File: config.mk
export PLATFORM = sky130hd
export DESIGN_NAME = uart_tx
export DESIGN_NICKNAME = d
export VERILOG_FILES = /design/src/ladybird_pkg.sv /design/src/uart_tx.sv
export SDC_FILE = /design/constraint.sdc
export NUM_CORES = 1
export LEC_CHECK = 0
export BUFFER_PORTS_ARGS = -buffer_cell sky130_fd_sc_hd__buf_4
export CAP_MARGIN = 30
export CELL_PAD_IN_SITES_DETAIL_PLACEMENT = 2
export CELL_PAD_IN_SITES_GLOBAL_PLACEMENT = 2
export CORE_MARGIN = 4
export CORE_UTILIZATION = 38
export CTS_CLUSTER_DIAMETER = 40
export DETAILED_ROUTE_END_ITERATION = 10
export PLACE_DENSITY_LB_ADDON = 0.12
export REMOVE_ABC_BUFFERS = 1
export SYNTH_ARGS = -nofsm -noshare
export SYNTH_HDL_FRONTEND = slang
export SYNTH_SLANG_ARGS = --single-unit
File: constraint.sdc
create_clock -name clk_i -period 3.88 [get_ports clk_i]
set_input_delay 1.164 -clock clk_i [delete_from_list [all_inputs] [get_ports clk_i]]
set_output_delay 1.164 -clock clk_i [all_outputs]
set_load 0.05 [all_outputs]
File: src/ladybird_pkg.sv
package ladybird_pkg;

  // Bus geometry
  localparam int XLEN    = 32;
  localparam int ADDR_W  = 8;
  localparam int N_WORDS = 2 ** ADDR_W;

  // Button log ring at the top of memory
  localparam logic [ADDR_W-1:0] LOG_BASE = 8'hF0;
  localparam int LOG_DEPTH = 16;
  localparam int LOG_IDX_W = $clog2(LOG_DEPTH);
  localparam int EVT_W     = 16;

  // UART bit timing kept small for simulation
  localparam int BAUD_DIV   = 16;
  localparam int BAUD_CNT_W = $clog2(BAUD_DIV);
  localparam logic [BAUD_CNT_W-1:0] BAUD_LAST = BAUD_CNT_W'(BAUD_DIV - 1);
  localparam logic [BAUD_CNT_W-1:0] BAUD_HALF = BAUD_CNT_W'(BAUD_DIV / 2 - 1);

  // Host command bytes
  localparam logic [7:0] CMD_WRITE = 8'h57;
  localparam logic [7:0] CMD_READ  = 8'h52;

  localparam int N_BTN = 4;

  // Master 0 is the serial bridge, master 1 the button logger
  localparam int N_MASTERS = 2;

endpackage
File: src/uart_tx.sv
`timescale 1ns/1ps

module uart_tx (
  input  logic       clk_i,
  input  logic       anrst_i,
  input  logic [7:0] data_i,
  input  logic       start_i,
  output logic       tx_o,
  output logic       busy_o
);

  logic [9:0]                           frame_q;
  logic [ladybird_pkg::BAUD_CNT_W-1:0]  cnt_q;
  logic [3:0]                           bit_q;

  always_ff @(posedge clk_i, negedge anrst_i) begin
    if (~anrst_i) begin
      busy_o <= 1'b0;
      cnt_q  <= '0;
      bit_q  <= '0;
    end else begin
      if (~busy_o) begin
        if (start_i) begin
          busy_o <= 1'b1;
          cnt_q  <= '0;
          bit_q  <= '0;
        end
      end else if (cnt_q == ladybird_pkg::BAUD_LAST) begin
        cnt_q <= '0;
        bit_q <= bit_q + 1'b1;
        // Stop bit done
        if (bit_q == 4'd9) begin
          busy_o <= 1'b0;
        end
      end else begin
        cnt_q <= cnt_q + 1'b1;
      end
    end
  end

  // Start bit sits in bit 0 and the frame shifts right
  always_ff @(posedge clk_i) begin
    if (~busy_o && start_i) begin
      frame_q <= {1'b1, data_i, 1'b0};
    end else if (busy_o && cnt_q == ladybird_pkg::BAUD_LAST) begin
      frame_q <= {1'b1, frame_q[9:1]};
    end
  end

  assign tx_o = busy_o ? frame_q[0] : 1'b1;

  // Bridge must wait out the whole frame before the next byte
  a_no_start_when_busy: assert property (
    @(posedge clk_i) disable iff (~anrst_i)
    $rose(start_i) |-> ~busy_o
  );

endmodule

==> results.cfg <==
[status]
status = finished clean

[clocking]
clk_pin_slew_worst_paths_ps = 100
numClockSinks = 18
cts_setup_buffers = 0
cts_tree = yes
cts-buffers-inserted = 3
cts_hold_buffers = 0
htreeDepth = 1
insertion_delay_ps = 290
post_cts_resized = 0
ctsLongestPathBuffers = 2
clk_root_buffer_cell = clkbuf_4

[timing]
grt_setup_unrepaired = false
clock.fmax_ghz = 0.414
final_setup_violation_count = 0
timing.setup.tns_ps = 0
timing.max_slew.rel_slack = 0.557
worst_slew_pin_slew_ps = 663
finalMaxSlewViolations = 0
timing.final.crit_period_ps = 2410
final_min_period_over_clock_period = 0.622
hold-worst-slack_ps = 486
hold_viol_final = 0
worst_clock_skew_ps = 2.75

[synthesis]
ys_seq_area_frac = 0.562
synth_cells = 71
post_synthesis_register_bit_count = 18
post_synth_num_cell_types = 25
syn_area_sq_um = 865
synthesis.yosys.warnings = 0
syn_area_per_cell_sq_um = 12.2

[critical_path]
cp_data_required_time_ps = 2720
critPathBufInv = 1
cell_chain_of_the_critical_path = nand2b_1, buf_4
regToRegStartpoint = cnt_q[0]
cp.arrival_ps = 1250
critPathLaunch = busy_o
path_max_fanout = 15
reg2reg_to = frame_q[4]
cp_top_family = flip-flops
reg2reg_setup_slack_ps = 2000
cp_slowest_cell = dfrtp_1
endpoint_kind = output port
critical_path.startpoint_type = flop
reg2regPathDepth = 3
path_class = reg -> out
cpPeakStageDelay_ps = 640

[routing]
dr.pass1.iters = 2
detailroute.via_count = 597
dr_wl_met3_um = 58
remaining_drc_errors = 0
detailedRoute.firstIterationViolations = 3
top_layer = met4
average_detailed_routed_wire_length_per_instance_um = 16.3
route.met2.wl_um = 920
routed_via_density = 5.38
wirelength_met1_um = 817
wirelength_mm = 1.81
postRouteAntennaNets = 0

[power_and_ir_drop]
total_power_mw = 0.615
cellPowerDensity_nw_per_um2 = 629
power_leakage_nw = 0.424
worst_supply_voltage_drop_on_vdd_v = 0.000314

[die]
die_w_um = 55.7
initial_core_util = 0.395
core.rowCount = 17
core-area_sq_um = 2190
die-height_um = 55.7
fp.dieArea_sq_um = 3100
i_o_pin_count = 13

[job]
timing.max_cap.violations = 0

[final_layout]
diodes = 0
final_net_count = 98
final_layout_size_suffix_gt1_frac = 0.205
area_growth_pct = 13.2

[placement]
routabilityCongestion = 0.678
detailed_place_hpwl_mm = 1.35
port_buffers = 12

[global_routing]
antenna_found_initial = 0
grt_overflow = 0
groute.usage.overall = 0.127
wire_length_of_the_first_global_routing_pass_mm = 3.07
grt_pass1_vias = 634
pin_count_of_the_biggest_net_entering_global_routing = 16

[worst_hold_path]
holdPathStages = 2
holdCritStartpoint = frame_q[0]
hp_class = reg -> reg
min_to = frame_q[0]
==> Yosys cell counts <==
cell	instances	area [sq um]
xor2_1	2	17.5
o21ai_0	4	20.0
o31ai_1	1	7.51
or3b_1	1	8.76
nand4_2	1	12.5
nand3_1	4	20.0
nor2b_1	1	6.26
and4_1	1	8.76
nor2_1	1	3.75
inv_1	2	7.51
o211ai_1	2	15.0
nor2_4	1	11.3
nand2b_1	3	18.8
nand2_1	7	26.3
buf_6	2	22.5
dfxtp_1	1	20.0
edfxtp_1	8	240
a22o_1	9	78.8
buf_4	2	15.0
dfrtp_1	9	225
a21oi_1	2	10.0
mux2i_1	1	10.0
ha_1	3	37.5
nand4b_1	1	8.76
a31oi_1	2	12.5
==> power by group <==
group	switching, mW	internal [mW]	total [mW]
clock network	0.0564	0.0400	0.0964
logic	0.107	0.0913	0.198
registers	0.0609	0.260	0.321
total	0.224	0.391	0.615
==> sequential cells by signal, summed over array words and instances, names as in the netlist <==
| signal | cells |
|---|---|
| frame_q | 9 |
| bit_q | 4 |
| cnt_q | 4 |
| busy_o | 1 |
==> worst min-delay path, cell delays in order (launching register included) <==
cell and delay, ps:
dfxtp_1 330, nand2_1 60, a21oi_1 60
==> layer usage <==
layer | GRT usage | vias to the layer above
met5 | 0 | -
met4 | 0.0313 | 0
met3 | 0.0418 | 2
met2 | 0.199 | 9
met1 | 0.168 | 299
li1 | - | 287
==> per-stage QoR <==
step                      cells  utilization  setup WS (ps)  instance area [sq um]
after floorplan              67            -           1450                    827
after global placement      107        0.435           1560                    952
after detailed placement    107        0.435           1530                    952
after CTS                   111        0.447           1430                    978
after global routing        111        0.447           1330                    978
final                       111        0.447           1470                    978
==> how the worst max path moves through the flow <==
stage,endpoint,cells after the start
final,tx_o,2
after global routing,tx_o,2
after CTS,tx_o,2
after detailed placement,bit_q[2],4
after global placement,bit_q[2],4
after floorplan,tx_o,1
==> layout by cell type (no fill, tap or decap), types with 3 or more instances in the layout <==
cell / instances
nand2_1: 7
clkbuf_4: 3
edfxtp_1: 8
o21ai_0: 4
a22o_1: 9
ha_1: 3
dfrtp_1: 9
buf_4: 12
nand2b_1: 3
nand3_1: 4
==> layout make-up <==
| cell class | count | area (sq um) |
|---|---|---|
| clock buffers | 4 | 26.3 |
| inverters | 2 | 7.51 |
| fillers | 235 | 1210 |
| flip-flops and latches | 18 | 485 |
| well taps | 28 | 35.0 |
| repair buffers | 12 | 90.1 |
| multi-input cells | 47 | 334 |
==> cell families after synthesis <==
family | Yosys count | synth area share
compound gates | 20 | 0.166
xor+xnor | 2 | 0.0203
fa+ha+maj | 3 | 0.0434
buf+inv | 6 | 0.0521
flops | 18 | 0.562
mux | 1 | 0.0116
simple gates | 21 | 0.145
(Power assumes the default switching activity.)
