## src/ladybird_pkg.sv

```systemverilog
package ladybird_pkg;

  // Bus geometry
  localparam int XLEN    = 32;
  localparam int ADDR_W  = 8;
  localparam int N_WORDS = 2 ** ADDR_W;

  // Button log ring at the top of memory
  localparam logic [ADDR_W-1:0] LOG_BASE = 8'hF0;
  localparam int LOG_DEPTH = 16;
  localparam int LOG_IDX_W = $clog2(LOG_DEPTH);
  localparam int EVT_W     = 16;

  // UART bit timing kept small for simulation
  localparam int BAUD_DIV   = 16;
  localparam int BAUD_CNT_W = $clog2(BAUD_DIV);
  localparam logic [BAUD_CNT_W-1:0] BAUD_LAST = BAUD_CNT_W'(BAUD_DIV - 1);
  localparam logic [BAUD_CNT_W-1:0] BAUD_HALF = BAUD_CNT_W'(BAUD_DIV / 2 - 1);

  // Host command bytes
  localparam logic [7:0] CMD_WRITE = 8'h57;
  localparam logic [7:0] CMD_READ  = 8'h52;

  localparam int N_BTN = 4;

  // Master 0 is the serial bridge, master 1 the button logger
  localparam int N_MASTERS = 2;

endpackage
```

## src/button_logger.sv

```systemverilog
`timescale 1ns/1ps

module button_logger (
  input  logic                              clk_i,
  input  logic                              anrst_i,
  input  logic [ladybird_pkg::N_BTN-1:0]    btn_i,
  input  logic                              gnt_i,
  output logic [ladybird_pkg::N_BTN-1:0]    led_o,
  output logic                              req_o,
  output logic [ladybird_pkg::ADDR_W-1:0]   addr_o,
  output logic [ladybird_pkg::XLEN-1:0]     wdata_o
);

  logic [ladybird_pkg::N_BTN-1:0]   btn_meta_q;
  logic [ladybird_pkg::N_BTN-1:0]   btn_sync_q;
  logic [ladybird_pkg::N_BTN-1:0]   logged_q;
  logic [ladybird_pkg::N_BTN-1:0]   snap_q;
  logic [ladybird_pkg::EVT_W-1:0]   count_q;

  always_ff @(posedge clk_i, negedge anrst_i) begin
    if (~anrst_i) begin
      btn_meta_q <= '0;
      btn_sync_q <= '0;
      led_o      <= '0;
      logged_q   <= '0;
      snap_q     <= '0;
      count_q    <= '0;
      req_o      <= 1'b0;
    end else begin
      btn_meta_q <= btn_i;
      btn_sync_q <= btn_meta_q;
      led_o      <= btn_sync_q;
      if (req_o) begin
        if (gnt_i) begin
          req_o    <= 1'b0;
          logged_q <= snap_q;
          count_q  <= count_q + 1'b1;
        end
      end else if (btn_sync_q != logged_q) begin
        // Freeze the value so the record stays steady until granted
        req_o  <= 1'b1;
        snap_q <= btn_sync_q;
      end
    end
  end

  // Slot is the event count modulo the ring depth
  assign addr_o = ladybird_pkg::LOG_BASE +
                  {{(ladybird_pkg::ADDR_W - ladybird_pkg::LOG_IDX_W){1'b0}},
                   count_q[ladybird_pkg::LOG_IDX_W-1:0]};

  assign wdata_o = {count_q,
                    {(ladybird_pkg::XLEN - ladybird_pkg::EVT_W - ladybird_pkg::N_BTN){1'b0}},
                    snap_q};

endmodule

```

## config.mk

```make
export PLATFORM = sky130hd
export DESIGN_NAME = button_logger
export DESIGN_NICKNAME = d
export VERILOG_FILES = /design/src/ladybird_pkg.sv /design/src/button_logger.sv
export SDC_FILE = /design/constraint.sdc
export NUM_CORES = 1
export LEC_CHECK = 0
export BUFFER_PORTS_ARGS = -buffer_cell sky130_fd_sc_hd__buf_2
export CAP_MARGIN = 20
export CORE_UTILIZATION = 49
export DETAILED_ROUTE_END_ITERATION = 16
export PLACE_DENSITY = 0.86
export SKIP_CTS_REPAIR_TIMING = 1
export SYNTH_ARGS = -nofsm -noshare
export SYNTH_HDL_FRONTEND = slang
export SYNTH_SLANG_ARGS = --single-unit
```

## constraint.sdc

```tcl
create_clock -name clk_i -period 2.1 [get_ports clk_i]
set_clock_uncertainty 0.2 [all_clocks]
set_input_delay 0.21 -clock clk_i [delete_from_list [all_inputs] [get_ports clk_i]]
set_output_delay 0.21 -clock clk_i [all_outputs]
set_load 0.02 [all_outputs]
```

==> impl_metrics.py <==
metrics = {
    "pwr": {
        "comb_power_share": 0.305,
        "p_per_area_nw_per_um2": 1160,
        "power.leakage_nw": 0.886,
        "ir_worst_vdd_mv": 0.708,
        "clkPwrFrac": 0.205,
        "internal-power_mw": 1.31,
        "netSwitchingFraction": 0.359,
        "p_switching_uw": 736,
        "p_total_mw": 2.05,
        "power_frac_seq": 0.491,
    },
    "routing": {
        "antenna_left": 0,
        "routed-via-count": 921,
        "drtPass1Iterations": 10,
        "drc": 5,
        "drtIter0Drc": 59,
        "drt-total-wl_mm": 2.45,
        "vias_per_cell": 4.93,
        "wl_per_cell_um": 13.1,
    },
    "clock_network": {
        "ctsRootBufferMaster": "clkbuf_4",
        "tritoncts": "yes",
        "clk_pin_slew_ns": 0.10,
        "htreeDepth": 2,
        "cts_made_buffers": 5,
        "clk_latency_ns": 0.34,
        "cts_sinks": 37,
        "clk_path_buf_depth": 2,
    },
    "layout": {
        "area_growth_pct": 16.2,
        "drive_above_1_share": 0.365,
        "final_area_um2": 1770,
        "final_cells": 187,
        "final_cell_mix": "37 x dfrtp_1, 35 x buf_2, 17 x xnor2_1, 16 x conb_1, 9 x mux2_2",
        "layout_commonest_cell": "dfrtp_1",
        "fin_nets": 163,
        "fill_cells": 242,
        "final_util": 0.621,
        "n_antenna_cell": 0,
    },
    "floorplan": {
        "io_pins": 52,
        "die_h_um": 57.8,
        "die-area_um2": 3340,
        "fp-row-count": 19,
        "start_util": 0.535,
        "coreArea_um2": 2850,
        "die_w_um": 57.8,
    },
    "status": {
        "violations": "design-rule violations",
        "status": "finished, violations left",
    },
    "yosys": {
        "synth_top_area_cell": "dfrtp_1",
        "synthCells": 113,
        "syn_avg_cell_area_um2": 13.5,
        "yosys-top-cells-area": "dfrtp_1 61%, buf_4 9.8%, xnor2_1 9.8%, mux2_2 6.6%, nand3_1 2.3%",
        "ys_ff_latch": 37,
        "syn-cell-area_um2": 1530,
        "synth_top_area_frac": 0.607,
        "yosysSeqAreaShare": 0.607,
        "ys_types": 17,
        "yosys_warnings": 0,
    },
    "grt": {
        "antenna_found_initial": 0,
        "grt_pass1_vias": 837,
        "grt_usage": 0.166,
        "grt_pass1_wl_mm": 3.98,
        "grt_max_degree": 38,
        "grt_overflow": 0,
    },
    "timing": {
        "fmax_mhz": 642,
        "setup_violations": 0,
        "fin_ws_ns": 0.541,
        "worstMarginPinSlew_ns": 0.788,
        "post-route-min-period_ns": 1.56,
        "setup_tns_ns": 0,
        "rsz0062_at_grt": "false",
        "slew_headroom": 0.475,
        "finalCritPeriodShare": 0.742,
        "hold_ws_ns": 0.160,
        "report.final.slew_viol_count": 0,
        "hold_viol_final": 0,
    },
    "place": {
        "hpwlAfterDp_mm": 1.74,
        "portBuffers": 35,
        "placed_area_um2": 1640,
        "preCtsSetupSlack_ns": 0.529,
        "gp_congestion": 0.794,
        "dp.cells": 173,
    },
    "setup_path": {
        "worstSetupPathType": "flop to flop",
        "worst-path-max-fanout": 4,
        "endpoint_kind": "flop",
        "crit_arrival_ns": 1.59,
        "cp.required_ns": 2.13,
        "critPathLaunchType": "flop",
    },
    "run": {
        "maxCapViolations": 0,
    },
    "min_path": {
        "min_path_type": "flop to flop",
    },
}
-- metal layers --
layer | part of all wire | GRT usage
met5 | 0 | 0
met4 | 0.020 | 0.0816
met3 | 0.053 | 0.0469
met2 | 0.51 | 0.274
met1 | 0.41 | 0.201
-- Yosys cell counts --
cell / n
dfrtp_1: 37
buf_4: 20
xnor2_1: 17
mux2_2: 9
nand3_1: 7
nand2_1: 4
nand4_1: 4
and4_4: 3
and3_1: 2
conb_1: 2
xor2_1: 2
and2_1: 1
and2b_1: 1
ha_1: 1
nand4_2: 1
nor2_2: 1
o21a_1: 1
-- cell type report --
type | instances | area, um^2 | area share
well taps | 31 | 38.8 | 0.0219
repair buffers | 41 | 235 | 0.133
multi-input cells | 70 | 502 | 0.283
clock buffers | 7 | 65.1 | 0.0367
clock inverters | 1 | 5.00 | 0.00282
flip-flops and latches | 37 | 926 | 0.523
-- logic make-up after synthesis --
group,share of synthesized area
DFF,0.607
and+or+nand+nor,0.101
buffers and inverters,0.0984
xor gates and xnor gates,0.109
muxes,0.0664
other,0.00492
adders and majority gates,0.00820
AOI/OAI and AO/OA,0.00492
-- worst paths after layout --
| check | start | endpoint | slack (ns) | cells past startpoint |
|---|---|---|---|---|
| setup / recovery | btn_sync_q[1] | snap_q[0] | 0.54 | 4 |
| hold / removal | btn_meta_q[3] | btn_sync_q[3] | 0.16 | 0 |
| setup reg to reg | btn_sync_q[1] | snap_q[0] | 0.54 | 4 |
| hold reg to reg | btn_meta_q[3] | btn_sync_q[3] | 0.16 | 0 |
| max in group asynchronous | anrst_i | req_o | 0.92 | 2 |
| min in group asynchronous | anrst_i | count_q[8] | 0.28 | 2 |
-- registers in the layout, indices dropped and copies added, names as in the netlist --
| name | count |
|---|---|
| btn_meta_q | 4 |
| btn_sync_q | 4 |
| count_q | 16 |
| led_o | 4 |
| logged_q | 4 |
| req_o | 1 |
| snap_q | 4 |
-- critical path, stage by stage (launching register included) --
cell and delay, ns:
dfrtp_1 0.42, xnor2_1 0.14, nand4_1 0.11, and2b_1 0.24, mux2_2 0.36
-- power groups by stage --
stage	sequential, mW	clock [mW]	combinational (mW)
6_report	1.01	0.419	0.625
4_1_cts	1.01	0.430	0.629
3_5_place_dp	1.02	0	0.630
2_1_floorplan	1.11	0	0.379
5_1_grt	1.03	0.464	0.670
3_3_place_gp	1.01	0	0.604
(Power assumes the default switching activity.)
