--- config.mk ---
export PLATFORM = sky130hd
export DESIGN_NAME = bus_arbiter
export DESIGN_NICKNAME = d
export VERILOG_FILES = /design/src/ladybird_pkg.sv /design/src/bus_arbiter.sv
export SDC_FILE = /design/constraint.sdc
export NUM_CORES = 1
export LEC_CHECK = 0
export BUFFER_PORTS_ARGS = -buffer_cell sky130_fd_sc_hd__buf_4
export CORE_AREA = 2 2 75 77
export CTS_BUF_LIST = sky130_fd_sc_hd__clkbuf_4 sky130_fd_sc_hd__clkbuf_8
export DETAILED_ROUTE_END_ITERATION = 8
export DIE_AREA = 0 0 77 79
export SLEW_MARGIN = 20
export SYNTH_ARGS = -nofsm -noshare
export SYNTH_HDL_FRONTEND = slang
export SYNTH_SLANG_ARGS = --single-unit
--- constraint.sdc ---
create_clock -name clk_i -period 2.2 [get_ports clk_i]
set_input_delay 0.22 -clock clk_i [delete_from_list [all_inputs] [get_ports clk_i]]
set_output_delay 0.22 -clock clk_i [all_outputs]
set_load 0.005 [all_outputs]
--- src/ladybird_pkg.sv ---
package ladybird_pkg;

  // Bus geometry
  localparam int XLEN    = 32;
  localparam int ADDR_W  = 8;
  localparam int N_WORDS = 2 ** ADDR_W;

  // Button log ring at the top of memory
  localparam logic [ADDR_W-1:0] LOG_BASE = 8'hF0;
  localparam int LOG_DEPTH = 16;
  localparam int LOG_IDX_W = $clog2(LOG_DEPTH);
  localparam int EVT_W     = 16;

  // UART bit timing kept small for simulation
  localparam int BAUD_DIV   = 16;
  localparam int BAUD_CNT_W = $clog2(BAUD_DIV);
  localparam logic [BAUD_CNT_W-1:0] BAUD_LAST = BAUD_CNT_W'(BAUD_DIV - 1);
  localparam logic [BAUD_CNT_W-1:0] BAUD_HALF = BAUD_CNT_W'(BAUD_DIV / 2 - 1);

  // Host command bytes
  localparam logic [7:0] CMD_WRITE = 8'h57;
  localparam logic [7:0] CMD_READ  = 8'h52;

  localparam int N_BTN = 4;

  // Master 0 is the serial bridge, master 1 the button logger
  localparam int N_MASTERS = 2;

endpackage
--- src/bus_arbiter.sv ---
`timescale 1ns/1ps

module bus_arbiter (
  input  logic                                clk_i,
  input  logic                                anrst_i,
  input  logic [ladybird_pkg::N_MASTERS-1:0]  req_i,
  input  logic [ladybird_pkg::N_MASTERS-1:0]  we_i,
  input  logic [ladybird_pkg::ADDR_W-1:0]     addr_i [ladybird_pkg::N_MASTERS],
  input  logic [ladybird_pkg::XLEN-1:0]       wdata_i [ladybird_pkg::N_MASTERS],
  input  logic [ladybird_pkg::XLEN-1:0]       ram_rdata_i,
  output logic [ladybird_pkg::N_MASTERS-1:0]  gnt_o,
  output logic [ladybird_pkg::N_MASTERS-1:0]  rvalid_o,
  output logic [ladybird_pkg::XLEN-1:0]       rdata_o,
  output logic                                ram_en_o,
  output logic                                ram_we_o,
  output logic [ladybird_pkg::ADDR_W-1:0]     ram_addr_o,
  output logic [ladybird_pkg::XLEN-1:0]       ram_wdata_o
);

  logic win;
  logic last_q;

  // Tie goes to whoever did not win last time
  always_comb begin
    if (req_i[0] && req_i[1]) begin
      win = ~last_q;
    end else begin
      win = req_i[1];
    end
  end

  assign ram_en_o = |req_i;

  always_comb begin
    gnt_o = '0;
    if (ram_en_o) begin
      gnt_o[win] = 1'b1;
    end
  end

  assign ram_we_o    = ram_en_o & we_i[win];
  assign ram_addr_o  = addr_i[win];
  assign ram_wdata_o = wdata_i[win];

  always_ff @(posedge clk_i, negedge anrst_i) begin
    if (~anrst_i) begin
      last_q   <= 1'b1;
      rvalid_o <= '0;
    end else begin
      if (ram_en_o) begin
        last_q <= win;
      end
      // Read data lands with the RAM's one-cycle latency
      rvalid_o <= gnt_o & ~we_i;
    end
  end

  assign rdata_o = ram_rdata_i;

  // No master is kept waiting two cycles in a row
  a_wait_one_cycle: assert property (
    @(posedge clk_i) disable iff (~anrst_i)
    (req_i & ~gnt_o) != '0 |=> (req_i & ~gnt_o & $past(req_i & ~gnt_o)) == '0
  );

  a_gnt_to_requester: assert property (
    @(posedge clk_i) disable iff (~anrst_i)
    (gnt_o & ~req_i) == '0
  );

endmodule

==> out/metrics.yaml <==
cts:
  clk_path_buf_depth: 2
  tritoncts: "built"
  cts_sinks: 3
  root_buffer: "clkbuf_8"
  cts_inserted_buffers: 3
  clk_pin_slew_worst_paths_ns: 0.03
  clk_latency_ns: 0.21
  post_cts_resized: 0
  htree_num_levels: 1
cells_and_area:
  final_common_cell: "buf_4"
  stdcell_count: 261
  drive_gt1_share_pct: 93.1
  diodes: 0
  final_cell_area_sq_um: 1750
  most-common-layout-cells: "131 x buf_4, 37 x mux2_2, 3 x mux2_1, 3 x clkbuf_8, 2 x dfrtp_1"
  area_growth_syn_to_layout_pct: 99.7
  nets: 308
  final_util_pct: 32.8
timing:
  clock.fmax_mhz: 577
  finalCritPeriodShare_pct: 78.8
  rsz0062_at_grt: "no"
  setup_viol_count_final: 0
  drv_slew: 0
  fin_skew_ns: 0.000858
  worst_pin_slew_ns: 0.224
  tns_ns: 0
  relSlewSlack_pct: 85.1
  hold_viol: 0
  fin_crit_ns: 1.73
drt:
  final_antenna_net_count: 0
  routed_wl_microns: 3050
  vias: 1027
  viasPerCell: 3.93
  wl_per_cell_microns: 11.7
  drc_errors: 0
  firstDrtPassIters: 2
  drtIter0Drc: 10
power:
  peakVddDrop_uv: 159
  p_leak_nw: 0.891
  cellPowerDensity_nw_per_um2: 349
  totalPowerFinal_uw: 611
run_status:
  status: "completed"
critical_path:
  critPathCaptureType: "output port"
  r2r_cells: 3
  crit_slowest_cell: "dfstp_2"
  ff2ff_setup_slack_ns: 1.12
  arrival_ns: 1.51
  cp_max_fo: 43
  r2r-start: "last_q$_DFFE_PN1N_"
  cp_slowest_stage_delay_ns: 0.38
  path_class: "reg2out"
  critical_path.cell_chain: "a21boi_4 -> buf_12 -> mux2_2 -> buf_4"
  r2r-end: "rvalid_o[1]$_DFF_PN0_"
  setup.worst_path.start_class: "flop"
  cp.required_ns: 1.98
  worstSetupStartpoint: "last_q$_DFFE_PN1N_"
hold_path:
  hold_path_startpoint: "we_i[1]"
  worstHoldPathType: "in2reg"
  min_path_cells: 2
  holdPathEnd: "rvalid_o[1]$_DFF_PN0_"
floorplan:
  core_area_sq_um: 5340
  die_area_sq_um: 6080
  start_util_pct: 16.4
  io_pins: 196
  fp.dieW_microns: 77
  fp-row-count: 27
  chipHeight_microns: 79
synthesis:
  seq_area_frac_synth_pct: 8.70
  yosys-top-cells-area: "mux2_2 48%, buf_4 29%, dfrtp_1 5.7%, mux2_1 3.9%, dfstp_2 3.0%"
  synth_area_sq_um: 877
  synth_nets: 206
  synth_cell_type_count: 15
  synth_top_area_share_pct: 47.5
  postSynthAreaPerCell_sq_um: 9.97
  synth_area_leader_cell: "mux2_2"
  synthCells: 88
  synth_seq_cells: 3
  ys_warn_count: 0
placed_design:
  dp_hpwl_microns: 2590
  portBuffers: 131
  gp_congestion: 0.637
  dp.cells: 256
  place_area_sq_um: 1690
grt:
  grt_antenna_before_repair: 0
  gr-usage-all-layers_pct: 8.69
  grt_pass1_wl_microns: 4370
  gr-total-overflow: 0
  grt_pass1_vias: 1006
  grt_max_degree: 44
run:
  drv_cap: 0
-- cell families (layout without fill, tap and decap cells) --
kind of cell           after synthesis  in the layout  synth area share [%]
AOI/OAI and AO/OA                    3              3                  3.85
muxes                               40             40                  51.4
buffers and inverters               36            137                  31.7
and+or+nand+nor                      6              6                  4.42
DFF                                  3              3                  8.70
-- registers in the layout, summed over array words and instances, names as in the netlist --
| register | cells |
|---|---|
| rvalid_o | 2 |
| last_q | 1 |
-- per-layer routing --
metal	up-vias	track usage (%)	wire, microns
li1	477	-	-
met1	448	8.11	931
met2	90	17.4	1650
met3	12	2.84	412
met4	0	3.39	50
met5	-	0	0
-- worst max path at each step --
| stage | to | cells past startpoint | slack, ns |
|---|---|---|---|
| after detailed placement | ram_wdata_o[25] | 5 | 0.66 |
| final | ram_wdata_o[10] | 4 | 0.47 |
| after global placement | ram_wdata_o[25] | 5 | 0.68 |
| after floorplan | ram_wdata_o[10] | 3 | 0.84 |
| after global routing | ram_wdata_o[10] | 4 | 0.40 |
| after CTS | ram_wdata_o[25] | 4 | 0.44 |
-- through the flow --
stage | setup slack (ns) | hold WS, ns
after floorplan | 0.840 | -0.0756
after global placement | 0.676 | 0.0135
after global routing | 0.398 | 0.165
final | 0.466 | 0.169
after CTS | 0.443 | 0.165
after detailed placement | 0.664 | 0.0125
-- report_power, final --
part	internal [mW]	switching [mW]
sequential	0.0628	0.00468
combinational	0.265	0.109
clock	0.136	0.0338
total	0.464	0.147
-- worst max-delay path: cells and delay by family, from the launching register on --
kind | cells | cell delay (ns)
compound gates | 1 | 0.15
buf+inv | 2 | 0.39
flops | 1 | 0.38
mux | 1 | 0.37
-- synth_stat cells, drive strengths merged --
cell type and n:
nor2b 1, dfstp 1, mux2 40, or2 1, a21boi 1, and3b 1, and2 1, nor2 1
dfrtp 2, a32o 1, buf 36, a21oi 1, or2b 1
-- layout make-up --
cell class / count / area (sq um)
Tap cell: 72 / 90.1
Multi-Input combinational cell: 49 / 523
Timing Repair Buffer: 133 / 1010
Fill cell: 576 / 3590
Clock buffer: 4 / 48.8
Sequential cell: 3 / 76.3
-- timing repair --
action                                  CTS  global route
hold buffers                              1             0
endpoints found under the setup margin    0             0
hold endpoints to repair                  3             0
buffers inserted                          0             0
Note: power is estimated with default switching activity, not from simulation.
