$ cat config.mk
export PLATFORM = sky130hd
export DESIGN_NAME = serial_bridge
export DESIGN_NICKNAME = d
export VERILOG_FILES = /design/src/ladybird_pkg.sv /design/src/serial_bridge.sv
export SDC_FILE = /design/constraint.sdc
export NUM_CORES = 1
export LEC_CHECK = 0
export ABC_AREA = 1
export BUFFER_PORTS_ARGS = -buffer_cell sky130_fd_sc_hd__buf_2
export CAP_MARGIN = 10
export CORE_MARGIN = 4
export CORE_UTILIZATION = 40
export CTS_CLUSTER_DIAMETER = 150
export DETAILED_ROUTE_END_ITERATION = 8
export PLACE_DENSITY = 0.69
export SLEW_MARGIN = 10
export SYNTH_ARGS = -nofsm -noshare
export SYNTH_HDL_FRONTEND = slang
export SYNTH_SLANG_ARGS = --single-unit
$ cat constraint.sdc
create_clock -name clk_i -period 7.35 [get_ports clk_i]
set_input_delay 1.47 -clock clk_i [delete_from_list [all_inputs] [get_ports clk_i]]
set_output_delay 1.47 -clock clk_i [all_outputs]
set_load 0.005 [all_outputs]
$ cat src/ladybird_pkg.sv
package ladybird_pkg;

  // Bus geometry
  localparam int XLEN    = 32;
  localparam int ADDR_W  = 8;
  localparam int N_WORDS = 2 ** ADDR_W;

  // Button log ring at the top of memory
  localparam logic [ADDR_W-1:0] LOG_BASE = 8'hF0;
  localparam int LOG_DEPTH = 16;
  localparam int LOG_IDX_W = $clog2(LOG_DEPTH);
  localparam int EVT_W     = 16;

  // UART bit timing kept small for simulation
  localparam int BAUD_DIV   = 16;
  localparam int BAUD_CNT_W = $clog2(BAUD_DIV);
  localparam logic [BAUD_CNT_W-1:0] BAUD_LAST = BAUD_CNT_W'(BAUD_DIV - 1);
  localparam logic [BAUD_CNT_W-1:0] BAUD_HALF = BAUD_CNT_W'(BAUD_DIV / 2 - 1);

  // Host command bytes
  localparam logic [7:0] CMD_WRITE = 8'h57;
  localparam logic [7:0] CMD_READ  = 8'h52;

  localparam int N_BTN = 4;

  // Master 0 is the serial bridge, master 1 the button logger
  localparam int N_MASTERS = 2;

endpackage
$ cat src/serial_bridge.sv
`timescale 1ns/1ps

module serial_bridge (
  input  logic                              clk_i,
  input  logic                              anrst_i,
  input  logic [7:0]                        rx_data_i,
  input  logic                              rx_valid_i,
  input  logic                              tx_busy_i,
  input  logic                              gnt_i,
  input  logic                              rvalid_i,
  input  logic [ladybird_pkg::XLEN-1:0]     rdata_i,
  output logic [7:0]                        tx_data_o,
  output logic                              tx_start_o,
  output logic                              req_o,
  output logic                              we_o,
  output logic [ladybird_pkg::ADDR_W-1:0]   addr_o,
  output logic [ladybird_pkg::XLEN-1:0]     wdata_o
);

  typedef enum logic [2:0] {
    BR_IDLE,
    BR_ADDR,
    BR_DATA,
    BR_BUS,
    BR_RDWAIT,
    BR_SEND,
    BR_HOLD
  } br_state_t;

  br_state_t                        state_q;
  logic [1:0]                       byte_q;
  logic [ladybird_pkg::XLEN-1:0]    reply_q;

  always_ff @(posedge clk_i, negedge anrst_i) begin
    if (~anrst_i) begin
      state_q    <= BR_IDLE;
      byte_q     <= '0;
      we_o       <= 1'b0;
      req_o      <= 1'b0;
      tx_start_o <= 1'b0;
    end else begin
      tx_start_o <= 1'b0;
      case (state_q)
        BR_IDLE: begin
          if (rx_valid_i) begin
            if (rx_data_i == ladybird_pkg::CMD_WRITE) begin
              we_o    <= 1'b1;
              state_q <= BR_ADDR;
            end else if (rx_data_i == ladybird_pkg::CMD_READ) begin
              we_o    <= 1'b0;
              state_q <= BR_ADDR;
            end
          end
        end
        BR_ADDR: begin
          if (rx_valid_i) begin
            byte_q <= '0;
            if (we_o) begin
              state_q <= BR_DATA;
            end else begin
              req_o   <= 1'b1;
              state_q <= BR_BUS;
            end
          end
        end
        BR_DATA: begin
          if (rx_valid_i) begin
            byte_q <= byte_q + 1'b1;
            if (byte_q == 2'd3) begin
              req_o   <= 1'b1;
              state_q <= BR_BUS;
            end
          end
        end
        BR_BUS: begin
          if (gnt_i) begin
            req_o   <= 1'b0;
            state_q <= we_o ? BR_IDLE : BR_RDWAIT;
          end
        end
        BR_RDWAIT: begin
          // First reply byte goes out right away
          if (rvalid_i) begin
            tx_start_o <= 1'b1;
            byte_q     <= '0;
            state_q    <= BR_HOLD;
          end
        end
        BR_SEND: begin
          if (~tx_busy_i) begin
            tx_start_o <= 1'b1;
            state_q    <= BR_HOLD;
          end
        end
        default: begin
          // Busy shows one cycle after the start pulse
          if (tx_busy_i) begin
            byte_q  <= byte_q + 1'b1;
            state_q <= (byte_q == 2'd3) ? BR_IDLE : BR_SEND;
          end
        end
      endcase
    end
  end

  // Payload bytes arrive little-endian
  always_ff @(posedge clk_i) begin
    if (rx_valid_i && state_q == BR_ADDR) begin
      addr_o <= rx_data_i;
    end
    if (rx_valid_i && state_q == BR_DATA) begin
      wdata_o <= {rx_data_i, wdata_o[ladybird_pkg::XLEN-1:8]};
    end
    if (state_q == BR_RDWAIT && rvalid_i) begin
      reply_q <= rdata_i;
    end else if (state_q == BR_HOLD && tx_busy_i) begin
      reply_q <= {8'h00, reply_q[ladybird_pkg::XLEN-1:8]};
    end
  end

  assign tx_data_o = reply_q[7:0];

endmodule

==> summary.md <==
| Metric | Value |
|---|---|
| Fmax | `slightly above 400 MHz` |
| Clk pwr share | `0.230` |
| Placement Cell Area | `3830 sq um` |
| Max-slew headroom | `0.539` |
| HP Class | `flip-flop to flip-flop` |
| CTS resizes | `0` |
| Comb pwr share | `0.245` |
| # nets final | `362` |
| # rows | `32` |
| Hold Violations, Final | `0` |
| Gr usage total | `0.122` |
| Die Y | `between 90 and 100 um` |
| DRC | `0` |
| Clk Latency, worst-skew pair | `0.34 ns` |
| Slew of the pin with the lowest slew margin | `0.689 ns` |
| # setup viols final | `0` |
| Cts bufs inserted | `9` |
| Yosys top cell by area | `edfxtp_1` |
| Setup Skew | `0.00636 ns` |
| Ranking of synthesized cells by area | `edfxtp_1, mux2_4, dfrtp_1` |
| Seq/Total Area, Yosys | `0.714` |
| Crit. End Element | `flip-flop` |
| Vias | `1933` |
| Layout cells sized above 1 | `0.463` |
| Worst-path maximum fanout | `34` |
| Worst-path cell chain | `buf_2, nand2_4, o41ai_2, buf_4` |
| Post-Synthesis Cells | `219` |
| Outcome | `finished clean` |
| Overflow after GRT | `0` |
| First-pass GRT wire length | `9430 um` |
| Post-synth EDFFs | `72` |
| Synth top cells by count | `edfxtp_1, nand2_1, inv_1, mux2_4, nor2_1` |
| CTS Sinks | `80` |
| Root Driver | `clkbuf_8` |
| Drt first-iter violations | `77` |
| CP peak stage delay | `0.41 ns` |
| Starting Density | `0.419` |
| Asr flop ratio synth | `0.100` |
| Worst setup SP type | `primary input` |
| Cell-internal power | `821 uW` |
| Multi-input logic area | `roughly 760 sq um` |
| Antenna viol nets, final | `0` |
| Ports | `97` |
| DRT Wirelength | `just under 6000 um` |
| Cell variety after synth | `26` |
| Unrepaired setup endpoints after global routing | `false` |
| Detailed-route vias per instance | `~4.6` |
| Area growth syn-to-layout | `20.7%` |
| Post-Syn Area | `between 3000 and 4000 sq um` |
| Clock slew at reported path FFs | `0.08 ns` |
| PwrDens | `295 nW/um^2` |
| Worst Path Arrival | `between 2 and 2.5 ns` |
| Setup TNS | `0 ns` |
| Final Instance Area | `3990 sq um` |
| Ys Warns | `0` |
| CTS tree | `done` |
| Fin Hold WS | `approximately 0.44 ns` |
| Drt pass-1 iters | `5` |
| Worst EP required | `between 7 and 8 ns` |
| Hold_buf cts | `0` |
| Overall die width | `~100 um` |
| Prevailing post-synth register cell | `edfxtp_1` |
| P_sw | `358 uW` |
| GP Congestion | `0.875` |
| Average cell area after synthesis | `around 15 sq um` |
| WL/cell | `14.0 um` |
| Post-synth top area share | `0.654` |
| Port Buffers | `96` |
| Max Buffers Root-to-Sink | `2` |
| Critical Path Slowest Stage Cell | `buf_4` |
| Core Area | `around 8000 sq um` |
| Fillcell total | `696` |
| CTS HTree Levels | `3` |
| Reg power frac | `0.525` |
| Die footprint | `slightly below 10000 sq um` |
| Static leakage | `approximately 1.7 nW` |
| Most common cell in the synthesized netlist | `edfxtp_1` |
| Count of pins over their slew limit | `0` |
| Syn Nets | `266` |
| Critical path class | `primary input to flip-flop` |
| #FFs+latches synth | `80` |
| Detailed Place HPWL | `4360 um` |
| Antenna violations before repair | `0` |
| # Max-Cap Violations | `0` |
| Post-CTS Setup Inserts | `0` |
| Peak supply drop | `0.000140 V` |
| Largest net degree at the start of global routing | `35` |
| Vias in the first global route | `around 1900` |
| Sequential Area | `2360 sq um` |
| # diodes | `0` |
| Tcrit/Tclk final | `0.328` |
| Net Sw Frac | `0.303` |
| Final Util | `0.506` |
| Tmin final | `around 2.4 ns` |
cells in the final DEF (no fill, tap or decap), drive strengths merged, types with 2 or more instances in the layout:
master,netlist,final
inv,22,22
nor2,21,21
nand3,10,10
nand2,28,28
o21ai,5,5
dfrtp,8,8
buf,13,98
clkbuf,0,11
mux2,24,24
o31ai,2,2
nand4,8,8
clkinv,0,3
clkinvlp,0,2
edfxtp,72,72
state kept, by name, summed over array words and instances (netlist names):
name,flops
reply_q,32
wdata_o,32
addr_o,8
state_q,3
byte_q,2
req_o,1
tx_start_o,1
we_o,1
worst paths after layout:
| kind | cells past startpoint | endpoint | from | slack, ns |
|---|---|---|---|---|
| min in group asynchronous | 1 | byte_q[1]$_DFFE_PN0P_ | anrst_i | 0.96 |
| worst min register to register | 0 | wdata_o[19]$_DFFE_PP_ | wdata_o[27]$_DFFE_PP_ | 0.44 |
| max in group asynchronous | 1 | state_q[1]$_DFFE_PN0P_ | anrst_i | 6.22 |
| worst max-delay path | 4 | reply_q[7]$_DFFE_PP_ | rvalid_i | 4.94 |
| worst min-delay path | 0 | wdata_o[19]$_DFFE_PP_ | wdata_o[27]$_DFFE_PP_ | 0.44 |
| worst max register to register | 6 | reply_q[7]$_DFFE_PP_ | state_q[0]$_DFFE_PN0P_ | 5.33 |
worst max-delay path, delay by kind of cell:
kind | cells | cell delay, ns
buffers and inverters | 2 | 0.52
and+or+nand+nor | 1 | 0.28
AOI/OAI and AO/OA | 1 | 0.12
cells by family (layout without fill, tap and decap cells):
group / count (synthesis) / count (layout) / share of synthesized area
xor gates and xnor gates: 1 / 1 / 0.00265
muxes: 24 / 24 / 0.103
DFF: 80 / 80 / 0.714
buffers and inverters: 35 / 136 / 0.0598
AOI/OAI and AO/OA: 9 / 9 / 0.0163
adders and majority gates: 1 / 1 / 0.00378
and+or+nand+nor: 69 / 69 / 0.100
area by class of cell:
class,instances,area share
clock buffer,11,0.0329
clock inverter,5,0.00846
inverter,22,0.0213
multi-input combinational,104,0.190
sequential,80,0.591
tap,102,0.0320
timing repair buffer,98,0.124
power by group through the flow:
stage | clock network, mW | logic, mW | registers [mW]
5_1_grt | 0.303 | 0.330 | 0.627
2_1_floorplan | 0 | 0.217 | 0.622
3_3_place_gp | 0 | 0.284 | 0.626
4_1_cts | 0.284 | 0.293 | 0.619
6_report | 0.271 | 0.289 | 0.619
3_5_place_dp | 0 | 0.293 | 0.629
metal layers:
| layer | vias to the layer above | track usage | wire length, um |
|---|---|---|---|
| li1 | 959 | - | - |
| met4 | 0 | 0.0536 | 90 |
| met3 | 7 | 0.0425 | 361 |
| met1 | 904 | 0.148 | 2480 |
| met5 | - | 0 | 0 |
| met2 | 63 | 0.199 | 2970 |
stage by stage:
stage / worst slack (ns) / instances / power [mW]
2_1_floorplan: 2.03 / 219 / 0.839
3_3_place_gp: 4.60 / 406 / 0.911
3_5_place_dp: 4.57 / 406 / 0.922
4_1_cts: 4.92 / 422 / 1.20
5_1_grt: 4.86 / 422 / 1.26
6_report: 4.94 / 422 / 1.18
No activity file was read; power rests on OpenSTA's default activity.
