[src/ladybird_pkg.sv]
package ladybird_pkg;

  // Bus geometry
  localparam int XLEN    = 32;
  localparam int ADDR_W  = 8;
  localparam int N_WORDS = 2 ** ADDR_W;

  // Button log ring at the top of memory
  localparam logic [ADDR_W-1:0] LOG_BASE = 8'hF0;
  localparam int LOG_DEPTH = 16;
  localparam int LOG_IDX_W = $clog2(LOG_DEPTH);
  localparam int EVT_W     = 16;

  // UART bit timing kept small for simulation
  localparam int BAUD_DIV   = 16;
  localparam int BAUD_CNT_W = $clog2(BAUD_DIV);
  localparam logic [BAUD_CNT_W-1:0] BAUD_LAST = BAUD_CNT_W'(BAUD_DIV - 1);
  localparam logic [BAUD_CNT_W-1:0] BAUD_HALF = BAUD_CNT_W'(BAUD_DIV / 2 - 1);

  // Host command bytes
  localparam logic [7:0] CMD_WRITE = 8'h57;
  localparam logic [7:0] CMD_READ  = 8'h52;

  localparam int N_BTN = 4;

  // Master 0 is the serial bridge, master 1 the button logger
  localparam int N_MASTERS = 2;

endpackage
[src/uart_rx.sv]
`timescale 1ns/1ps

module uart_rx (
  input  logic       clk_i,
  input  logic       anrst_i,
  input  logic       rx_i,
  output logic [7:0] data_o,
  output logic       valid_o
);

  typedef enum logic [1:0] {
    RX_IDLE,
    RX_START,
    RX_DATA,
    RX_STOP
  } rx_state_t;

  rx_state_t                            state_q;
  logic                                 rx_meta_q;
  logic                                 rx_sync_q;
  logic [ladybird_pkg::BAUD_CNT_W-1:0]  cnt_q;
  logic [2:0]                           bit_q;

  always_ff @(posedge clk_i, negedge anrst_i) begin
    if (~anrst_i) begin
      rx_meta_q <= 1'b1;
      rx_sync_q <= 1'b1;
      state_q   <= RX_IDLE;
      cnt_q     <= '0;
      bit_q     <= '0;
      valid_o   <= 1'b0;
    end else begin
      rx_meta_q <= rx_i;
      rx_sync_q <= rx_meta_q;
      valid_o   <= 1'b0;
      case (state_q)
        RX_IDLE: begin
          cnt_q <= '0;
          if (~rx_sync_q) begin
            state_q <= RX_START;
          end
        end
        RX_START: begin
          // Recheck the line half a bit in so a short glitch is not a start
          if (cnt_q == ladybird_pkg::BAUD_HALF) begin
            cnt_q   <= '0;
            bit_q   <= '0;
            state_q <= rx_sync_q ? RX_IDLE : RX_DATA;
          end else begin
            cnt_q <= cnt_q + 1'b1;
          end
        end
        RX_DATA: begin
          if (cnt_q == ladybird_pkg::BAUD_LAST) begin
            cnt_q <= '0;
            bit_q <= bit_q + 1'b1;
            if (bit_q == 3'd7) begin
              state_q <= RX_STOP;
            end
          end else begin
            cnt_q <= cnt_q + 1'b1;
          end
        end
        default: begin
          if (cnt_q == ladybird_pkg::BAUD_LAST) begin
            // Framing error drops the byte
            valid_o <= rx_sync_q;
            state_q <= RX_IDLE;
          end else begin
            cnt_q <= cnt_q + 1'b1;
          end
        end
      endcase
    end
  end

  // Data bits arrive LSB first
  always_ff @(posedge clk_i) begin
    if (state_q == RX_DATA && cnt_q == ladybird_pkg::BAUD_LAST) begin
      data_o <= {rx_sync_q, data_o[7:1]};
    end
  end

endmodule

[config.mk]
export PLATFORM = sky130hd
export DESIGN_NAME = uart_rx
export DESIGN_NICKNAME = d
export VERILOG_FILES = /design/src/ladybird_pkg.sv /design/src/uart_rx.sv
export SDC_FILE = /design/constraint.sdc
export NUM_CORES = 1
export LEC_CHECK = 0
export ABC_AREA = 1
export BUFFER_PORTS_ARGS = -buffer_cell sky130_fd_sc_hd__buf_2
export CAP_MARGIN = 20
export CORE_UTILIZATION = 54
export CTS_CLUSTER_DIAMETER = 60
export CTS_CLUSTER_SIZE = 40
export DETAILED_ROUTE_END_ITERATION = 8
export GPL_TIMING_DRIVEN = 0
export PLACE_DENSITY_LB_ADDON = 0.15
export SYNTH_ARGS = -nofsm -noshare
export SYNTH_HDL_FRONTEND = slang
export SYNTH_SLANG_ARGS = --single-unit
[constraint.sdc]
create_clock -name clk_i -period 1.7 [get_ports clk_i]
set_input_delay 0.51 -clock clk_i [delete_from_list [all_inputs] [get_ports clk_i]]
set_output_delay 0.51 -clock clk_i [all_outputs]
set_load 0.005 [all_outputs]
==> results of run 1 <==
==> kinds of logic after synthesis <==
logic type      Yosys count
compound gates            8
xor+xnor                  1
fa+ha+maj                 3
buf+inv                  13
flops                    20
simple gates             40
==> layout make-up <==
class                           count  share of cell area, %
Clock buffer                        3                   2.23
Sequential cell                    20                   53.8
Timing Repair Buffer               11                   5.46
Tap cell                           16                   1.99
Inverter                           13                   4.84
Multi-Input combinational cell     52                   28.7
Clock inverter                      1                   2.98
==> worst max-delay path: stages (launching register included) <==
cell	delay, ns
dfrtp_1	0.42
ha_1	0.28
nand3_4	0.13
nor2_4	0.28
nor2_1	0.13
nand2_1	0.09
o21ai_2	0.05
==> through the flow <==
| stage | hold slack, ns | setup WS, ns |
|---|---|---|
| 3_3_place_gp | 0.346 | 0.243 |
| 3_5_place_dp | 0.347 | 0.231 |
| 4_1_cts | 0.0715 | 0.204 |
| 6_report | 0.0589 | 0.217 |
| 5_1_grt | 0.0606 | 0.119 |
| 2_1_floorplan | 0.214 | 0.400 |
==> report_power, final <==
group | leakage, uW | internal [uW] | total (uW) | switching (uW)
clock network | 0.0000279 | 238 | 383 | 145
registers | 0.000217 | 612 | 708 | 95.4
logic | 0.000234 | 144 | 343 | 199
==> state kept, by name, indices dropped and copies added, names as in the netlist <==
signal / count
data_o: 8
cnt_q: 4
bit_q: 3
state_q: 2
rx_meta_q: 1
rx_sync_q: 1
valid_o: 1
==> synth_stat cells <==
cell	count
nand2_1	20
inv_1	12
dfrtp_1	10
edfxtp_1	8
nand3_1	7
nor2_1	6
ha_1	3
nor2_2	3
o21ai_0	3
dfstp_2	2
nand2_2	2
o21ai_1	2
o21ai_2	2
inv_2	1
nand3_4	1
nor2_4	1
o21bai_1	1
xor2_1	1
==> worst max-delay path by stage <==
stage / depth (start not counted) / to / slack [ns] / from
2_1_floorplan: 6 / bit_q[0] / 0.40 / cnt_q[0]
5_1_grt: 6 / bit_q[1] / 0.12 / cnt_q[0]
3_5_place_dp: 6 / bit_q[0] / 0.23 / cnt_q[0]
4_1_cts: 6 / bit_q[0] / 0.20 / cnt_q[0]
3_3_place_gp: 6 / bit_q[0] / 0.24 / cnt_q[0]
6_report: 6 / bit_q[0] / 0.22 / cnt_q[0]
==> per-layer routing <==
metal | global-route usage, % | vias up | wire length, um
li1 | - | 303 | -
met1 | 23.1 | 252 | 631
met2 | 25.2 | 9 | 596
met3 | 5.17 | 0 | 40
met4 | 9.38 | 0 | 0
met5 | 0 | - | 0
==> summary.md, run 1 <==
| Metric | Value |
|---|---|
| Mux contribution to synthesized area | 0% |
| Setup Crit Path Kind | flip-flop to flip-flop |
| RSZ-0062 raised after global routing | false |
| Compound-gate portion of the synthesized area | 5.68% |
| Final setup vio count | 0 |
| Die W | 42.4 um |
| CP required | 1.89 ns |
| Vias in the first global route | 526 |
| H-tree depth | 1 |
| CP Max Fanout | 12 |
| Syn_nets | 91 |
| Synth Area in XOR/XNOR | 0.994% |
| Largest net degree at the start of global routing | 13 |
| Global route overflow | 0 |
| CTS resizes | 0 |
| Starting density of the core | 58.5% |
| Fmax | 674 MHz |
| Drt total wl | 1.27 mm |
| Slew @ Worst Pin | 0.307 ns |
| Postcts setup bufs | 0 |
| Leakage power | 0.000479 uW |
| CTS tree | done |
| Final net count | 107 |
| Synth warnings | 0 |
| Core area | 0.00151 mm2 |
| Dpl cell area | 956 um2 |
| Post-route antenna net violation count | 0 |
| Reg area | 543 um2 |
| Design Power | 1430 uW |
| Die Height | 42.4 um |
| DRC | 0 |
| GP Congestion | 0.815 |
| CTS Buf Count | 3 |
| Reg2reg end | bit_q[0] |
| CTS Sinks | 20 |
| Dpl cells | 112 |
| Commonest non-fill, non-tap cell in the layout | nand2_1 |
| Fill cells | 129 |
| GRT Overall Usage | 17.3% |
| Startpoint types | flip-flop |
| Depth of the most critical reg-to-reg path | 6 |
| Biggest area consumer among synthesized cells | dfrtp_1 |
| Final instance area | 0.00101 mm2 |
| Synth top area share | 28.4% |
| CP arrival | 1.68 ns |
| Worst vdd ir | 0.655 mV |
| Max-slew headroom | 79.5% |
| Area of the multi-input gates | 289 um2 |
| TNS Setup | 0 ns |
| Max Root-Sink Buffers | 2 |
| Vias per cell | 4.86 |
| Util after Layout | 66.9% |
| Drt pass-1 iters | 4 |
| Hold Fails Final Rpt | 0 |
| Slew Limit Fails | 0 |
| Synth cell types | 18 |
| Outcome | completed |
| First-pass GRT wire length | 2.25 mm |
| Synth Instances | 85 |
| Most frequent cells in the layout | nand2_1 (20), inv_1 (12), buf_2 (11), dfrtp_1 (10), edfxtp_1 (8) |
| Simple-gate share of the synthesized area | 21.9% |
| Syn_area_per_cell | 10.4 um2 |
| Clock Pin Slew Worst Setup and Hold Paths | 0.12 ns |
| Area grow syn2layout | 14.5% |
| Post-synthesis sequential area ratio | 61.6% |
| Hpwl dp | 963 um |
| Initial antenna violation count | 0 |
| Power Density | 1420 mW/mm2 |
| Minimum clock period | 1.48 ns |
| Post-synthesis adder-cell area fraction | 4.26% |
| DR iter-0 viols | 10 |
| Final setup skew | 0.00841 ns |
| Diodes inserted | 0 |
| RR Startpoint | cnt_q[0] |
| Worst R2R Setup Slack | 0.22 ns |
| Max-cap violations | 0 |
| Finished Layout Cells | 116 |
| CTS Hold Bufs | 0 |
| # rows | 14 |
| Largest family of logic cells by synthesized area | simple AND/OR/NAND/NOR gates |
| Post-Syn Area | 881 um2 |
| Hold WC Path Type | input pin to asynchronous set/reset pin |
| Clk_lat worst skew | 0.30 ns |
| Share of cells above drive strength 1 | 27.0% |
| Largest cells by area after synthesis | dfrtp_1 (28%), edfxtp_1 (27%), nand2_1 (8.5%) |
| CTS Root Cell | clkbuf_4 |
| IO buf count | 11 |
| Register bit total from synthesis | 20 |
| Fin crit share | 87.2% |
| Die area | 0.00180 mm2 |
| DR WL/cell | 10.9 um |
| Top Ports | 12 |
| DR vias | 564 |
| Crit end category | flip-flop |
Power figures use the tool's default switching activity.
==> inputs of run 2 (changes only) <==
--- a/config.mk
+++ b/config.mk
@@ -8,11 +8,12 @@
 export ABC_AREA = 1
 export BUFFER_PORTS_ARGS = -buffer_cell sky130_fd_sc_hd__buf_2
 export CAP_MARGIN = 20
-export CORE_UTILIZATION = 54
+export CELL_PAD_IN_SITES_DETAIL_PLACEMENT = 1
+export CELL_PAD_IN_SITES_GLOBAL_PLACEMENT = 2
+export CORE_UTILIZATION = 34
 export CTS_CLUSTER_DIAMETER = 60
 export CTS_CLUSTER_SIZE = 40
 export DETAILED_ROUTE_END_ITERATION = 8
-export GPL_TIMING_DRIVEN = 0
 export PLACE_DENSITY_LB_ADDON = 0.15
 export SYNTH_ARGS = -nofsm -noshare
 export SYNTH_HDL_FRONTEND = slang
==> run 2 against run 1 <==
Net effect:
- design area up 1.7%
- global-route usage fell by 2.8 points
- maximum frequency decreased by 2.1%
- count of clock-buffer cells in the layout unchanged
- hold slack better by 0.0071 ns
- power is 1.3% higher
- critical path depth unchanged
==> summary.md, run 2 (same netlist as run 1, synthesis figures left out) <==
| Metric | Value |
|---|---|
| Drt pass-1 iters | 2 (-2) |
| Final setup vio count | 0 (unchanged) |
| Sw Pwr | 456 uW (+3.7%) |
| IO buf count | 11 (unchanged) |
| Worst setup path start | cnt_q[0] |
| CTS tree | done |
| Minimum clock period | 1.51 ns (+0.0318 ns) |
| Postcts setup bufs | 0 (unchanged) |
| Top Registers | data_o: 8 flops, cnt_q: 4 flops, bit_q: 3 flops |
| Crit-path max cell delay | 0.42 ns (about the same) |
| TNS Setup | 0 ns (unchanged) |
| Most frequent cells in the layout | nand2_1 (20), inv_1 (12), buf_2 (11), dfrtp_1 (10), edfxtp_1 (8) |
| Largest Register | data_o |
| CTS resizes | 0 (unchanged) |
| DRC | 0 (unchanged) |
| Seq pwr share | 48.7% (-0.6 points) |
| Util after Layout | 41.8% (-25 points) |
| Worst vdd ir | 0.624 mV (-4.7%) |
| Max Root-Sink Buffers | 2 (unchanged) |
| Gate power share | 24.6% (+0.7 points) |
| Slew Limit Fails | 0 (unchanged) |
| Die Height | 52.9 um (+25%) |
| DR iter-0 viols | 4 (-6) |
| Share of cells above drive strength 1 | 27.0% (unchanged) |
| Vias in the first global route | 557 (+5.9%) |
| Worst path cell trace | ha_1 > nand3_4 > nor2_4 > nor2_1 > nand2_1 > o21ai_2 |
| Post-route antenna net violation count | 0 (unchanged) |
| CTS Root Cell | clkbuf_4 |
| Largest net degree at the start of global routing | 13 (unchanged) |
| Internal power | 997 uW (+0.22%) |
| Top Ports | 12 (unchanged) |
| Max-cap violations | 0 (unchanged) |
| Sw Ratio | 31.4% (+0.73 points) |
| Fmax | 660 MHz (-2.1%) |
| Hpwl dp | 1.25 mm (+30%) |
| GRT Overall Usage | 14.5% (-2.8 points) |
| Final setup skew | 0.0117 ns (+0.00333 ns) |
| GP Congestion | 0.695 (-15%) |
| CP arrival | 1.71 ns (+0.03 ns) |
| Vias per cell | 4.56 (-6.2%) |
| Drt total wl | 1.63 mm (+28%) |
| Reg area | 543 um2 (unchanged) |
| Clock Pin Slew Worst Setup and Hold Paths | 0.12 ns (about the same) |
| Clk_lat worst skew | 0.30 ns (about the same) |
| Final net count | 107 (unchanged) |
| Setup Crit Path Kind | flip-flop to flip-flop |
| Leakage power | 0.000479 uW (unchanged) |
| Crit end category | flip-flop |
| RR Startpoint | cnt_q[0] |
| Area grow syn2layout | 16.5% |
| Clock share of power | 26.7% (about the same) |
| Outcome | completed |
| CP required | 1.89 ns (about the same) |
| Critical path's top delay family | simple AND/OR/NAND/NOR gates |
| Power Density | 1420 mW/mm2 (-0.45%) |
| H-tree depth | 1 (unchanged) |
| DR vias | 593 (+5.1%) |
| Initial antenna violation count | 0 (unchanged) |
| Slew @ Worst Pin | 0.309 ns (+0.00168 ns) |
| RSZ-0062 raised after global routing | false |
| Fill cells | 294 (+130%) |
| Hold Fails Final Rpt | 0 (unchanged) |
| CP Max Fanout | 12 (unchanged) |
| Hold WC Path Type | input pin to asynchronous set/reset pin |
| Die area | 0.00280 mm2 (+56%) |
| Area of the multi-input gates | 289 um2 (unchanged) |
| Slowest cell on crit path | dfrtp_1 |
| First-pass GRT wire length | 2.71 mm (+21%) |
| Commonest non-fill, non-tap cell in the layout | nand2_1 |
| Fin crit share | 89.1% (+1.9 points) |
| Diodes inserted | 0 (unchanged) |
| CTS Buf Count | 3 (unchanged) |
| Worst path bufs/invs | 0 (unchanged) |
| Max reg flops | 8 (unchanged) |
| Startpoint types | flip-flop |
| CTS Hold Bufs | 0 (unchanged) |
| Starting density of the core | 35.9% (-23 points) |
| Die W | 52.9 um (+25%) |
| Max-slew headroom | 79.3% (-0.11 points) |
| Core area | 0.00245 mm2 (+63%) |
| Global route overflow | 0 (unchanged) |
| DR WL/cell | 12.5 um (+14%) |
| # rows | 18 (+4) |
| CTS Sinks | 20 (unchanged) |
## run 2: cell counts in the layout (fill, tap and decap cells not counted)
Identical to the previous run, type by type.
## run 2: per-stage QoR
stage               worst slack [ns]  cell area [um2]  hold WS, ns  instances  power, uW
global placement               0.284              973        0.346        126       1080
global route                 0.00898             1030       0.0625        130       1570
finish                         0.185             1030       0.0659        130       1450
CTS                            0.169             1030       0.0676        130       1480
detailed placement             0.200              973        0.349        126       1090
floorplan                      0.400              881        0.214         85        983
## run 2: cell type report
type	instances	area share [%]
Timing Repair Buffer	11	5.37
Clock inverter	1	2.93
Multi-Input combinational cell	52	28.2
Clock buffer	3	2.20
Tap cell	30	3.66
Sequential cell	20	52.9
Inverter	13	4.76
## run 2: power by group through the flow
stage               sequential [uW]  combinational (uW)  clock [uW]
finish                          708                 357         388
global route                    726                 428         416
CTS                             710                 369         404
detailed placement              722                 367           0
global placement                716                 364           0
floorplan                       700                 283           0
## run 2: worst reg2reg max path, delay by kind of cell, from the launching register on
family / cells / cell delay, ns
DFF: 1 / 0.42
and+or+nand+nor: 4 / 0.65
adders and majority gates: 1 / 0.28
AOI/OAI and AO/OA: 1 / 0.06
## run 2: routing by layer
layer | part of all wire, % | track usage [%] | up-vias | routed length (um)
met1 | 45 | 18.0 | 280 | 735
met4 | 1.8 | 7.89 | 0 | 29
li1 | - | - | 300 | -
met3 | 2.6 | 3.45 | 4 | 42
met2 | 50 | 23.0 | 9 | 817
met5 | 0 | 0 | - | 0
## run 2: path summary, 6_finish.rpt
kind                        endpoint  slack [ns]  cells after the start
max reg2reg                 bit_q[0]        0.19                      6
max                         bit_q[0]        0.19                      6
min                          valid_o        0.07                      1
min in group clk_i         rx_meta_q        0.28                      1
min reg2reg                rx_sync_q        0.37                      0
max in group asynchronous  rx_meta_q        1.36                      1
